**src/hdl/modarith_pkg.sv**
```systemverilog
// Shared types for the modular arithmetic unit
// Data width is fixed here since packed structs carry it across ports
// All values are unsigned, no signed operands supported

package modarith_pkg;

  ////////////////////////////////////////
  // Widths and data types
  ////////////////////////////////////////

  // Operand, modulus and result width
  localparam int DATA_SIZE = 32;

  // Unsigned operand, modulus or result
  typedef logic [DATA_SIZE-1:0] data_t;

  // One reduction request, value mod modulo
  typedef struct packed {
    data_t value;
    data_t modulo;
  } reduce_cmd_t;

  ////////////////////////////////////////
  // State machine encodings
  ////////////////////////////////////////

  // Remainder engine
  typedef enum logic {
    red_idle,
    red_subtract
  } reducer_state_t;

  // Reducer arbiter, release spends one cycle after done
  typedef enum logic [1:0] {
    arb_idle,
    arb_busy,
    arb_release
  } arbiter_state_t;

  // Add and multiply engines
  typedef enum logic [2:0] {
    eng_idle,
    eng_reduce_a,
    eng_reduce_b,
    eng_compute,
    eng_finish
  } engine_state_t;

  // Which engine holds the reducer
  typedef enum logic {
    own_adder,
    own_multiplier
  } owner_t;

endpackage

```
**src/hdl/mod_reducer.sv**
```systemverilog
// Remainder by repeated subtraction, one subtraction per cycle
// Ready comes q + 2 edges after start is raised, q = value / modulo
// Zero modulus returns the value unchanged
// Start is only sampled while idle

`timescale 1ns/1ns

module mod_reducer (
  input  logic                      CLK,
  input  logic                      RST,
  input  logic                      start,
  input  modarith_pkg::reduce_cmd_t cmd,
  output logic                      ready,
  output modarith_pkg::data_t       result
);

  ////////////////////////////////////////
  // Signals
  ////////////////////////////////////////

  modarith_pkg::reducer_state_t state;

  // Working remainder and latched divisor
  modarith_pkg::data_t rem;
  modarith_pkg::data_t modulo_r;

  // Another subtraction still needed
  logic sub_en;

  ////////////////////////////////////////
  // Datapath
  ////////////////////////////////////////

  // Equal case goes through one more subtraction and lands on zero
  assign sub_en = (modulo_r != '0) && (rem >= modulo_r);

  always_ff @(posedge CLK) begin
    if (state == modarith_pkg::red_idle) begin
      if (start) begin
        rem      <= cmd.value;
        modulo_r <= cmd.modulo;
      end
    end else if (sub_en) begin
      rem <= rem - modulo_r;
    end
  end

  ////////////////////////////////////////
  // Control
  ////////////////////////////////////////

  always_ff @(posedge CLK or posedge RST) begin
    if (RST) begin
      state  <= modarith_pkg::red_idle;
      ready  <= 1'b0;
      result <= '0;
    end else begin
      // Ready is a single cycle pulse
      ready <= 1'b0;
      case (state)
        modarith_pkg::red_idle: begin
          if (start) begin
            state <= modarith_pkg::red_subtract;
          end
        end
        modarith_pkg::red_subtract: begin
          // Done once remainder is below modulus, or modulus is zero
          if (!sub_en) begin
            result <= rem;
            ready  <= 1'b1;
            state  <= modarith_pkg::red_idle;
          end
        end
        default: begin
          state <= modarith_pkg::red_idle;
        end
      endcase
    end
  end

endmodule

```
**src/hdl/reducer_arbiter.sv**
```systemverilog
// Round-robin sharing of one reducer between the add and multiply engines
// Requests are levels held until done, done is a one-cycle pulse
// One release cycle follows each done before the next grant

`timescale 1ns/1ns

module reducer_arbiter (
  input  logic                      CLK,
  input  logic                      RST,
  input  logic                      add_req,
  input  modarith_pkg::reduce_cmd_t add_cmd,
  input  logic                      mul_req,
  input  modarith_pkg::reduce_cmd_t mul_cmd,
  output logic                      add_done,
  output logic                      mul_done,
  output modarith_pkg::data_t       red_result,
  output logic                      red_start,
  output modarith_pkg::reduce_cmd_t red_cmd,
  input  logic                      red_ready,
  input  modarith_pkg::data_t       red_value
);

  modarith_pkg::arbiter_state_t state;

  // Current owner, also the last one served
  modarith_pkg::owner_t owner;

  // Multiplier wins this pick
  logic grant_mul;

  ////////////////////////////////////////
  // Grant selection
  ////////////////////////////////////////

  // On a tie the engine not served last goes first
  always_comb begin
    if (add_req && mul_req) begin
      grant_mul = (owner == modarith_pkg::own_adder);
    end else begin
      grant_mul = mul_req;
    end
  end

  // Command held for the reducer
  always_ff @(posedge CLK) begin
    if (state == modarith_pkg::arb_idle && (add_req || mul_req)) begin
      red_cmd <= grant_mul ? mul_cmd : add_cmd;
    end
  end

  always_ff @(posedge CLK or posedge RST) begin
    if (RST) begin
      state     <= modarith_pkg::arb_idle;
      owner     <= modarith_pkg::own_multiplier;
      red_start <= 1'b0;
    end else begin
      red_start <= 1'b0;
      case (state)
        modarith_pkg::arb_idle: begin
          if (add_req || mul_req) begin
            red_start <= 1'b1;
            owner     <= grant_mul ? modarith_pkg::own_multiplier
                                   : modarith_pkg::own_adder;
            state     <= modarith_pkg::arb_busy;
          end
        end
        modarith_pkg::arb_busy: begin
          if (red_ready) begin
            state <= modarith_pkg::arb_release;
          end
        end
        // Owner drops or renews its request here
        default: begin
          state <= modarith_pkg::arb_idle;
        end
      endcase
    end
  end

  ////////////////////////////////////////
  // Result steering
  ////////////////////////////////////////

  assign add_done   = (state == modarith_pkg::arb_busy) && red_ready &&
                      (owner == modarith_pkg::own_adder);
  assign mul_done   = (state == modarith_pkg::arb_busy) && red_ready &&
                      (owner == modarith_pkg::own_multiplier);
  // Reducer holds its result until the next ready
  assign red_result = red_value;

endmodule

```
**src/hdl/mod_adder.sv**
```systemverilog
// Modular addition engine, (a + b) mod modulo
// Both operands go through the shared reducer first
// Modulo must stay stable while busy, a zero modulus wraps at 2^DATA_SIZE
// Start while busy is ignored

`timescale 1ns/1ns

module mod_adder (
  input  logic                      CLK,
  input  logic                      RST,
  input  logic                      start,
  input  modarith_pkg::data_t       a,
  input  modarith_pkg::data_t       b,
  input  modarith_pkg::data_t       modulo,
  output logic                      req,
  output modarith_pkg::reduce_cmd_t cmd,
  input  logic                      done,
  input  modarith_pkg::data_t       red_result,
  output logic                      ready,
  output modarith_pkg::data_t       result
);

  modarith_pkg::engine_state_t state;

  // Latched operands and remainders
  modarith_pkg::data_t a_r;
  modarith_pkg::data_t b_r;
  modarith_pkg::data_t mod_r;
  modarith_pkg::data_t ra;
  modarith_pkg::data_t rb;

  // Sum with carry bit
  logic [modarith_pkg::DATA_SIZE:0] sum_r;

  // Reduce a first, then b
  assign cmd.value  = (state == modarith_pkg::eng_reduce_b) ? b_r : a_r;
  assign cmd.modulo = mod_r;

  ////////////////////////////////////////
  // Datapath
  ////////////////////////////////////////

  always_ff @(posedge CLK) begin
    if (state == modarith_pkg::eng_idle && start) begin
      a_r   <= a;
      b_r   <= b;
      mod_r <= modulo;
    end
    if (state == modarith_pkg::eng_reduce_a && done) begin
      ra <= red_result;
    end
    if (state == modarith_pkg::eng_reduce_b && done) begin
      rb <= red_result;
    end
    if (state == modarith_pkg::eng_compute) begin
      sum_r <= {1'b0, ra} + {1'b0, rb};
    end
  end

  ////////////////////////////////////////
  // Control
  ////////////////////////////////////////

  always_ff @(posedge CLK or posedge RST) begin
    if (RST) begin
      state  <= modarith_pkg::eng_idle;
      req    <= 1'b0;
      ready  <= 1'b0;
      result <= '0;
    end else begin
      ready <= 1'b0;
      case (state)
        modarith_pkg::eng_idle: begin
          if (start) begin
            req   <= 1'b1;
            state <= modarith_pkg::eng_reduce_a;
          end
        end
        // Request stays up, command switches to b
        modarith_pkg::eng_reduce_a: begin
          if (done) state <= modarith_pkg::eng_reduce_b;
        end
        modarith_pkg::eng_reduce_b: begin
          if (done) begin
            req   <= 1'b0;
            state <= modarith_pkg::eng_compute;
          end
        end
        modarith_pkg::eng_compute: begin
          state <= modarith_pkg::eng_finish;
        end
        default: begin
          // One correction is enough, both remainders are below modulo
          if (mod_r != '0 && sum_r >= {1'b0, mod_r}) begin
            result <= sum_r[modarith_pkg::DATA_SIZE-1:0] - mod_r;
          end else begin
            result <= sum_r[modarith_pkg::DATA_SIZE-1:0];
          end
          ready <= 1'b1;
          state <= modarith_pkg::eng_idle;
        end
      endcase
    end
  end

endmodule

```
**src/hdl/mod_multiplier.sv**
```systemverilog
// Modular multiplication engine, (a * b) mod modulo
// Both operands reduced through the shared reducer, then a bit-serial
// shift-and-add over DATA_SIZE cycles, MSB of b first
// Zero modulus skips corrections, result is the low DATA_SIZE bits
// Modulo must stay stable while busy, start while busy is ignored

`timescale 1ns/1ns

module mod_multiplier (
  input  logic                      CLK,
  input  logic                      RST,
  input  logic                      start,
  input  modarith_pkg::data_t       a,
  input  modarith_pkg::data_t       b,
  input  modarith_pkg::data_t       modulo,
  output logic                      req,
  output modarith_pkg::reduce_cmd_t cmd,
  input  logic                      done,
  input  modarith_pkg::data_t       red_result,
  output logic                      ready,
  output modarith_pkg::data_t       result
);

  localparam int CNT_W = $clog2(modarith_pkg::DATA_SIZE);

  modarith_pkg::engine_state_t state;

  // Step counter, DATA_SIZE-1 down to 0
  logic [CNT_W-1:0] cnt;

  modarith_pkg::data_t a_r;
  modarith_pkg::data_t b_r;
  modarith_pkg::data_t mod_r;
  // Remainder of a, and remainder of b shifting out MSB first
  modarith_pkg::data_t ra;
  modarith_pkg::data_t rb;
  modarith_pkg::data_t acc;

  // One shift-and-add step
  logic                             mod_nz;
  logic [modarith_pkg::DATA_SIZE:0] dbl;
  logic [modarith_pkg::DATA_SIZE:0] acc_sum;
  modarith_pkg::data_t              addend;
  modarith_pkg::data_t              acc_next;

  assign cmd.value  = (state == modarith_pkg::eng_reduce_b) ? b_r : a_r;
  assign cmd.modulo = mod_r;

  assign mod_nz = (mod_r != '0);

  ////////////////////////////////////////
  // Shift-and-add step
  ////////////////////////////////////////

  always_comb begin
    // Double, fold back below modulus
    dbl = {acc, 1'b0};
    if (mod_nz && dbl >= {1'b0, mod_r}) begin
      dbl = dbl - {1'b0, mod_r};
    end
    // Add a's remainder when the current bit of b is set
    addend  = rb[modarith_pkg::DATA_SIZE-1] ? ra : '0;
    acc_sum = {1'b0, dbl[modarith_pkg::DATA_SIZE-1:0]} + {1'b0, addend};
    if (mod_nz && acc_sum >= {1'b0, mod_r}) begin
      acc_sum = acc_sum - {1'b0, mod_r};
    end
    acc_next = acc_sum[modarith_pkg::DATA_SIZE-1:0];
  end

  always_ff @(posedge CLK) begin
    if (state == modarith_pkg::eng_idle && start) begin
      a_r   <= a;
      b_r   <= b;
      mod_r <= modulo;
    end
    if (state == modarith_pkg::eng_reduce_a && done) begin
      ra <= red_result;
    end
    if (state == modarith_pkg::eng_reduce_b && done) begin
      rb  <= red_result;
      acc <= '0;
    end
    if (state == modarith_pkg::eng_compute) begin
      rb  <= rb << 1;
      acc <= acc_next;
    end
  end

  ////////////////////////////////////////
  // Control
  ////////////////////////////////////////

  always_ff @(posedge CLK or posedge RST) begin
    if (RST) begin
      state  <= modarith_pkg::eng_idle;
      cnt    <= '0;
      req    <= 1'b0;
      ready  <= 1'b0;
      result <= '0;
    end else begin
      ready <= 1'b0;
      case (state)
        modarith_pkg::eng_idle: begin
          if (start) begin
            req   <= 1'b1;
            state <= modarith_pkg::eng_reduce_a;
          end
        end
        modarith_pkg::eng_reduce_a: begin
          if (done) state <= modarith_pkg::eng_reduce_b;
        end
        modarith_pkg::eng_reduce_b: begin
          if (done) begin
            req   <= 1'b0;
            cnt   <= CNT_W'(modarith_pkg::DATA_SIZE - 1);
            state <= modarith_pkg::eng_compute;
          end
        end
        // Exactly DATA_SIZE steps
        modarith_pkg::eng_compute: begin
          if (cnt == '0) begin
            state <= modarith_pkg::eng_finish;
          end else begin
            cnt <= cnt - 1'b1;
          end
        end
        default: begin
          result <= acc;
          ready  <= 1'b1;
          state  <= modarith_pkg::eng_idle;
        end
      endcase
    end
  end

endmodule

```
**src/hdl/modarith_unit.sv**
```systemverilog
// Scalar modular arithmetic unit, add and multiply channels
// Both channels share one reducer through a round-robin arbiter
// modulo_in is shared and must stay stable while either channel is busy

`timescale 1ns/1ns

module modarith_unit (
  input  logic                CLK,
  input  logic                RST,
  // Add channel
  input  logic                add_start,
  input  modarith_pkg::data_t add_a,
  input  modarith_pkg::data_t add_b,
  output logic                add_ready,
  output modarith_pkg::data_t add_out,
  // Multiply channel
  input  logic                mul_start,
  input  modarith_pkg::data_t mul_a,
  input  modarith_pkg::data_t mul_b,
  output logic                mul_ready,
  output modarith_pkg::data_t mul_out,
  input  modarith_pkg::data_t modulo_in
);

  ////////////////////////////////////////
  // Engine to arbiter
  ////////////////////////////////////////

  logic                      add_req;
  logic                      add_done;
  modarith_pkg::reduce_cmd_t add_cmd;
  logic                      mul_req;
  logic                      mul_done;
  modarith_pkg::reduce_cmd_t mul_cmd;
  modarith_pkg::data_t       red_result;

  // Arbiter to reducer
  logic                      red_start;
  logic                      red_ready;
  modarith_pkg::reduce_cmd_t red_cmd;
  modarith_pkg::data_t       red_value;

  mod_adder mod_adder_i (
    .CLK(CLK), .RST(RST),
    .start(add_start), .a(add_a), .b(add_b), .modulo(modulo_in),
    .req(add_req), .cmd(add_cmd), .done(add_done), .red_result(red_result),
    .ready(add_ready), .result(add_out)
  );

  mod_multiplier mod_multiplier_i (
    .CLK(CLK), .RST(RST),
    .start(mul_start), .a(mul_a), .b(mul_b), .modulo(modulo_in),
    .req(mul_req), .cmd(mul_cmd), .done(mul_done), .red_result(red_result),
    .ready(mul_ready), .result(mul_out)
  );

  reducer_arbiter reducer_arbiter_i (
    .CLK(CLK), .RST(RST),
    .add_req(add_req), .add_cmd(add_cmd), .mul_req(mul_req), .mul_cmd(mul_cmd),
    .add_done(add_done), .mul_done(mul_done), .red_result(red_result),
    .red_start(red_start), .red_cmd(red_cmd),
    .red_ready(red_ready), .red_value(red_value)
  );

  mod_reducer mod_reducer_i (
    .CLK(CLK), .RST(RST),
    .start(red_start), .cmd(red_cmd), .ready(red_ready), .result(red_value)
  );

endmodule

```
**config.mk**
```make
export PLATFORM = sky130hd
export DESIGN_NAME = modarith_unit
export DESIGN_NICKNAME = d
export VERILOG_FILES = /design/src/hdl/modarith_pkg.sv /design/src/hdl/mod_reducer.sv /design/src/hdl/reducer_arbiter.sv /design/src/hdl/mod_adder.sv /design/src/hdl/mod_multiplier.sv /design/src/hdl/modarith_unit.sv
export SDC_FILE = /design/constraint.sdc
export NUM_CORES = 1
export LEC_CHECK = 0
export ABC_AREA = 1
export BUFFER_PORTS_ARGS = -buffer_cell sky130_fd_sc_hd__buf_2
export CORE_MARGIN = 4
export CORE_UTILIZATION = 62
export CTS_CLUSTER_DIAMETER = 200
export CTS_CLUSTER_SIZE = 30
export DETAILED_ROUTE_END_ITERATION = 8
export GPL_TIMING_DRIVEN = 0
export HOLD_SLACK_MARGIN = 0.03
export PLACE_DENSITY = 0.81
export RECOVER_POWER = 50
export SYNTH_ARGS = -nofsm -noshare
export SYNTH_HDL_FRONTEND = slang
export SYNTH_SLANG_ARGS = --single-unit
```
**constraint.sdc**
```tcl
create_clock -name CLK -period 7.6 [get_ports CLK]
set_clock_uncertainty 0.05 [all_clocks]
set_input_delay 1.14 -clock CLK [delete_from_list [all_inputs] [get_ports CLK]]
set_output_delay 1.14 -clock CLK [all_outputs]
set_load 0.05 [all_outputs]
```
==> flow_summary.toml <==
[worst_setup_path]
cp.required_ns = 7.93
cp_slowest_cell = "edfxtp_1"
cp-start-kind = "register"
rr_endpoint = "mod_multiplier_i.acc[29]"
cp_slowest_stage_delay_ns = 0.38
reg2reg_depth = 41
end_kind = "register"
crit_path_start = "mod_multiplier_i.mod_r[10]"
rr_startpoint = "mod_multiplier_i.mod_r[10]"
arrival_ns = 7.11
crit_top_cell = "nand2_1"
crit_fanout = 10
r2r_slack_ns = 0.82
critPathCapture = "mod_multiplier_i.acc[29]"
critPathKind = "reg -> reg"

[sta]
max_freq_ghz = 0.148
slew_headroom_pct = -188
tightestPinTransition_ns = 4.31
period_share_pct = 89.2
final_max_slew_viol_count = 270
tns_ns = 0
finalHoldViolCount = 0
setup_viol = 0
fin_crit_ns = 6.78
rsz0062_at_grt = "false"

[die]
die_h_um = 251
die_width_um = 251
initial_core_util_pct = 63.1
dieArea_um2 = 63100
rows = 88
core-area_um2 = 58100
pin_count = 230

[hold_path]
hp-class = "reg -> reg"

[global_route]
grt_overflow_total = 0
grt_pass1_wl_mm = 173
grt_max_degree = 80
grt_pass1_vias = 29500
use_met3_pct = 6.65
antenna_found_initial = 0
busiest_layer = "met2"
grt_use_total_pct = 35.9
grt_use_met1_pct = 49.5
use_met2_pct = 56.7

[clocking]
cts_buffer_depth = 3
cts-root-buf = "clkbuf_16"
clkTransAtPathRegs_ns = 0.12
cts_hold_buf = 0
cts_resized = 0
clk_latency_ns = 0.62
cts_tree = "done"
post_cts_buffers = 0
htree_num_levels = 1
cts_buffers = 24
numClockSinks = 630

[routing]
via_per_inst = 5.96
wirelength_mm = 117
wl_per_cell_um = 22.0
ant_nets = 0
first_pass_iters = 6
drc = 0
drt-initial-drc-count = 3540
vias = 31700

[yosys]
syn_avg_cell_area_um2 = 8.58
ys_async_sr_fraction_pct = 18.6
synth-edff-count = 512
ys.flop_type = "edfxtp_1"
synth-seq-cells = 630
ys_seq_area_share_pct = 49.9
yosysWarnings = 0
synthCells = 4279
yosys.cell_types.count = 53
netlist_area_um2 = 36700
synthesis.nets = 4643

[cells_and_area]
finalInstanceArea_um2 = 39600
largest_register_ffs = 64
fin_nets = 4907
filler_cell_count = 4808
top_register = "reducer_arbiter_i.red_cmd"
syn2layout_area_growth_pct = 7.95
fin_cells = 5326
top_regs = "reducer_arbiter_i.red_cmd x64, mod_adder_i.sum_r x33"
final_util_pct = 68.1
drive_gt1_share_pct = 7.10
diodes = 0

[place]
hpwl_mm = 94.5
io_buffers = 229
gp_congestion = 1.05
post_dp_cell_area_um2 = 39000
dp_cells = 5282

[status]
violations = "capacitance limit, slew limit"
status = "finished with violations"

[job]
drv_cap = 6
layout make-up:
type	count	area [µm²]	area share [%]
inverters	529	1990	5.02
repair buffers	238	1230	3.12
clock buffers	44	697	1.76
plain buffers	101	528	1.33
multi-input cells	3019	15900	40.1
flip-flops and latches	630	18300	46.3
well taps	765	957	2.42
cells in the mapped netlist, drive strengths merged (30+ instances only):
| library cell | number | area (µm²) |
|---|---|---|
| nand4 | 75 | 469 |
| inv | 527 | 1980 |
| nor2 | 370 | 1430 |
| xor2 | 54 | 473 |
| dfrtp | 116 | 2900 |
| ha | 194 | 2430 |
| a21oi | 257 | 1300 |
| edfxtp | 512 | 15400 |
| a22o | 30 | 263 |
| nand3 | 258 | 1320 |
| clkbuf | 72 | 270 |
| nand2 | 1246 | 4820 |
| xnor2 | 56 | 490 |
| o21bai | 33 | 248 |
| o21ai | 254 | 1280 |
| o22ai | 32 | 200 |
| nand3b | 31 | 233 |
| nor3 | 43 | 230 |
layout by cell type (no fill, tap or decap), types with 30 or more instances in the layout:
cell type  count
nand2_1     1205
inv_1        522
edfxtp_1     512
nor2_1       359
a21oi_1      255
nand3_1      253
o21ai_0      214
buf_2        199
ha_1         194
clkbuf_1     131
dfrtp_1      116
nand4_1       75
xnor2_1       56
xor2_1        54
nor3_1        40
o21ai_1       38
nand2_2       34
o21bai_1      33
o22ai_1       32
nand3b_1      31
a22o_1        30
metal layers:
layer / up-vias / share of wire (%)
li1: 14900 / -
met1: 14800 / 39
met2: 1738 / 44
met3: 282 / 11
met4: 0 / 5.4
met5: - / 0
worst min path at each step:
stage	startpoint	endpoint	slack (ns)	depth (start not counted)
after floorplan	reducer_arbiter_i.red_cmd[0]	mod_reducer_i.modulo_r[0]	0.35	0
after global placement	reducer_arbiter_i.red_cmd[26]	mod_reducer_i.modulo_r[26]	0.35	0
after detailed placement	reducer_arbiter_i.red_cmd[12]	mod_reducer_i.modulo_r[12]	0.35	0
after CTS	reducer_arbiter_i.red_cmd[29]	mod_reducer_i.modulo_r[29]	0.37	0
after global routing	reducer_arbiter_i.red_cmd[29]	mod_reducer_i.modulo_r[29]	0.39	0
final	reducer_arbiter_i.red_cmd[29]	mod_reducer_i.modulo_r[29]	0.37	0
through the flow:
stage               worst slack [ns]  hold WS (ns)
finish                         0.821         0.373
global route                   0.347         0.386
CTS                            0.963         0.372
detailed placement             0.970         0.355
global placement              -0.833         0.351
floorplan                       1.85         0.350
cell families (layout without fill, tap and decap cells):
| family | count (synthesis) | count (layout) | share of synthesized area [%] |
|---|---|---|---|
| adder cells (fa/ha/maj) | 200 | 200 | 6.94 |
| buffers and inverters | 630 | 912 | 6.85 |
| AND/OR/NAND/NOR | 2052 | 2052 | 23.7 |
| XOR/XNOR | 110 | 110 | 2.63 |
| flip-flops | 630 | 630 | 49.9 |
| AO/OA/AOI/OAI | 657 | 657 | 9.98 |
critical path: cells and delay by family, from the launching register on:
kind	cells	cell delay (ns)
and+or+nand+nor	30	3.62
buffers and inverters	5	0.79
adders and majority gates	3	1.10
DFF	1	0.38
AOI/OAI and AO/OA	3	0.61
Power is not shown: default switching activity piles up to over one toggle a cycle in this logic, so the estimate is an artifact.
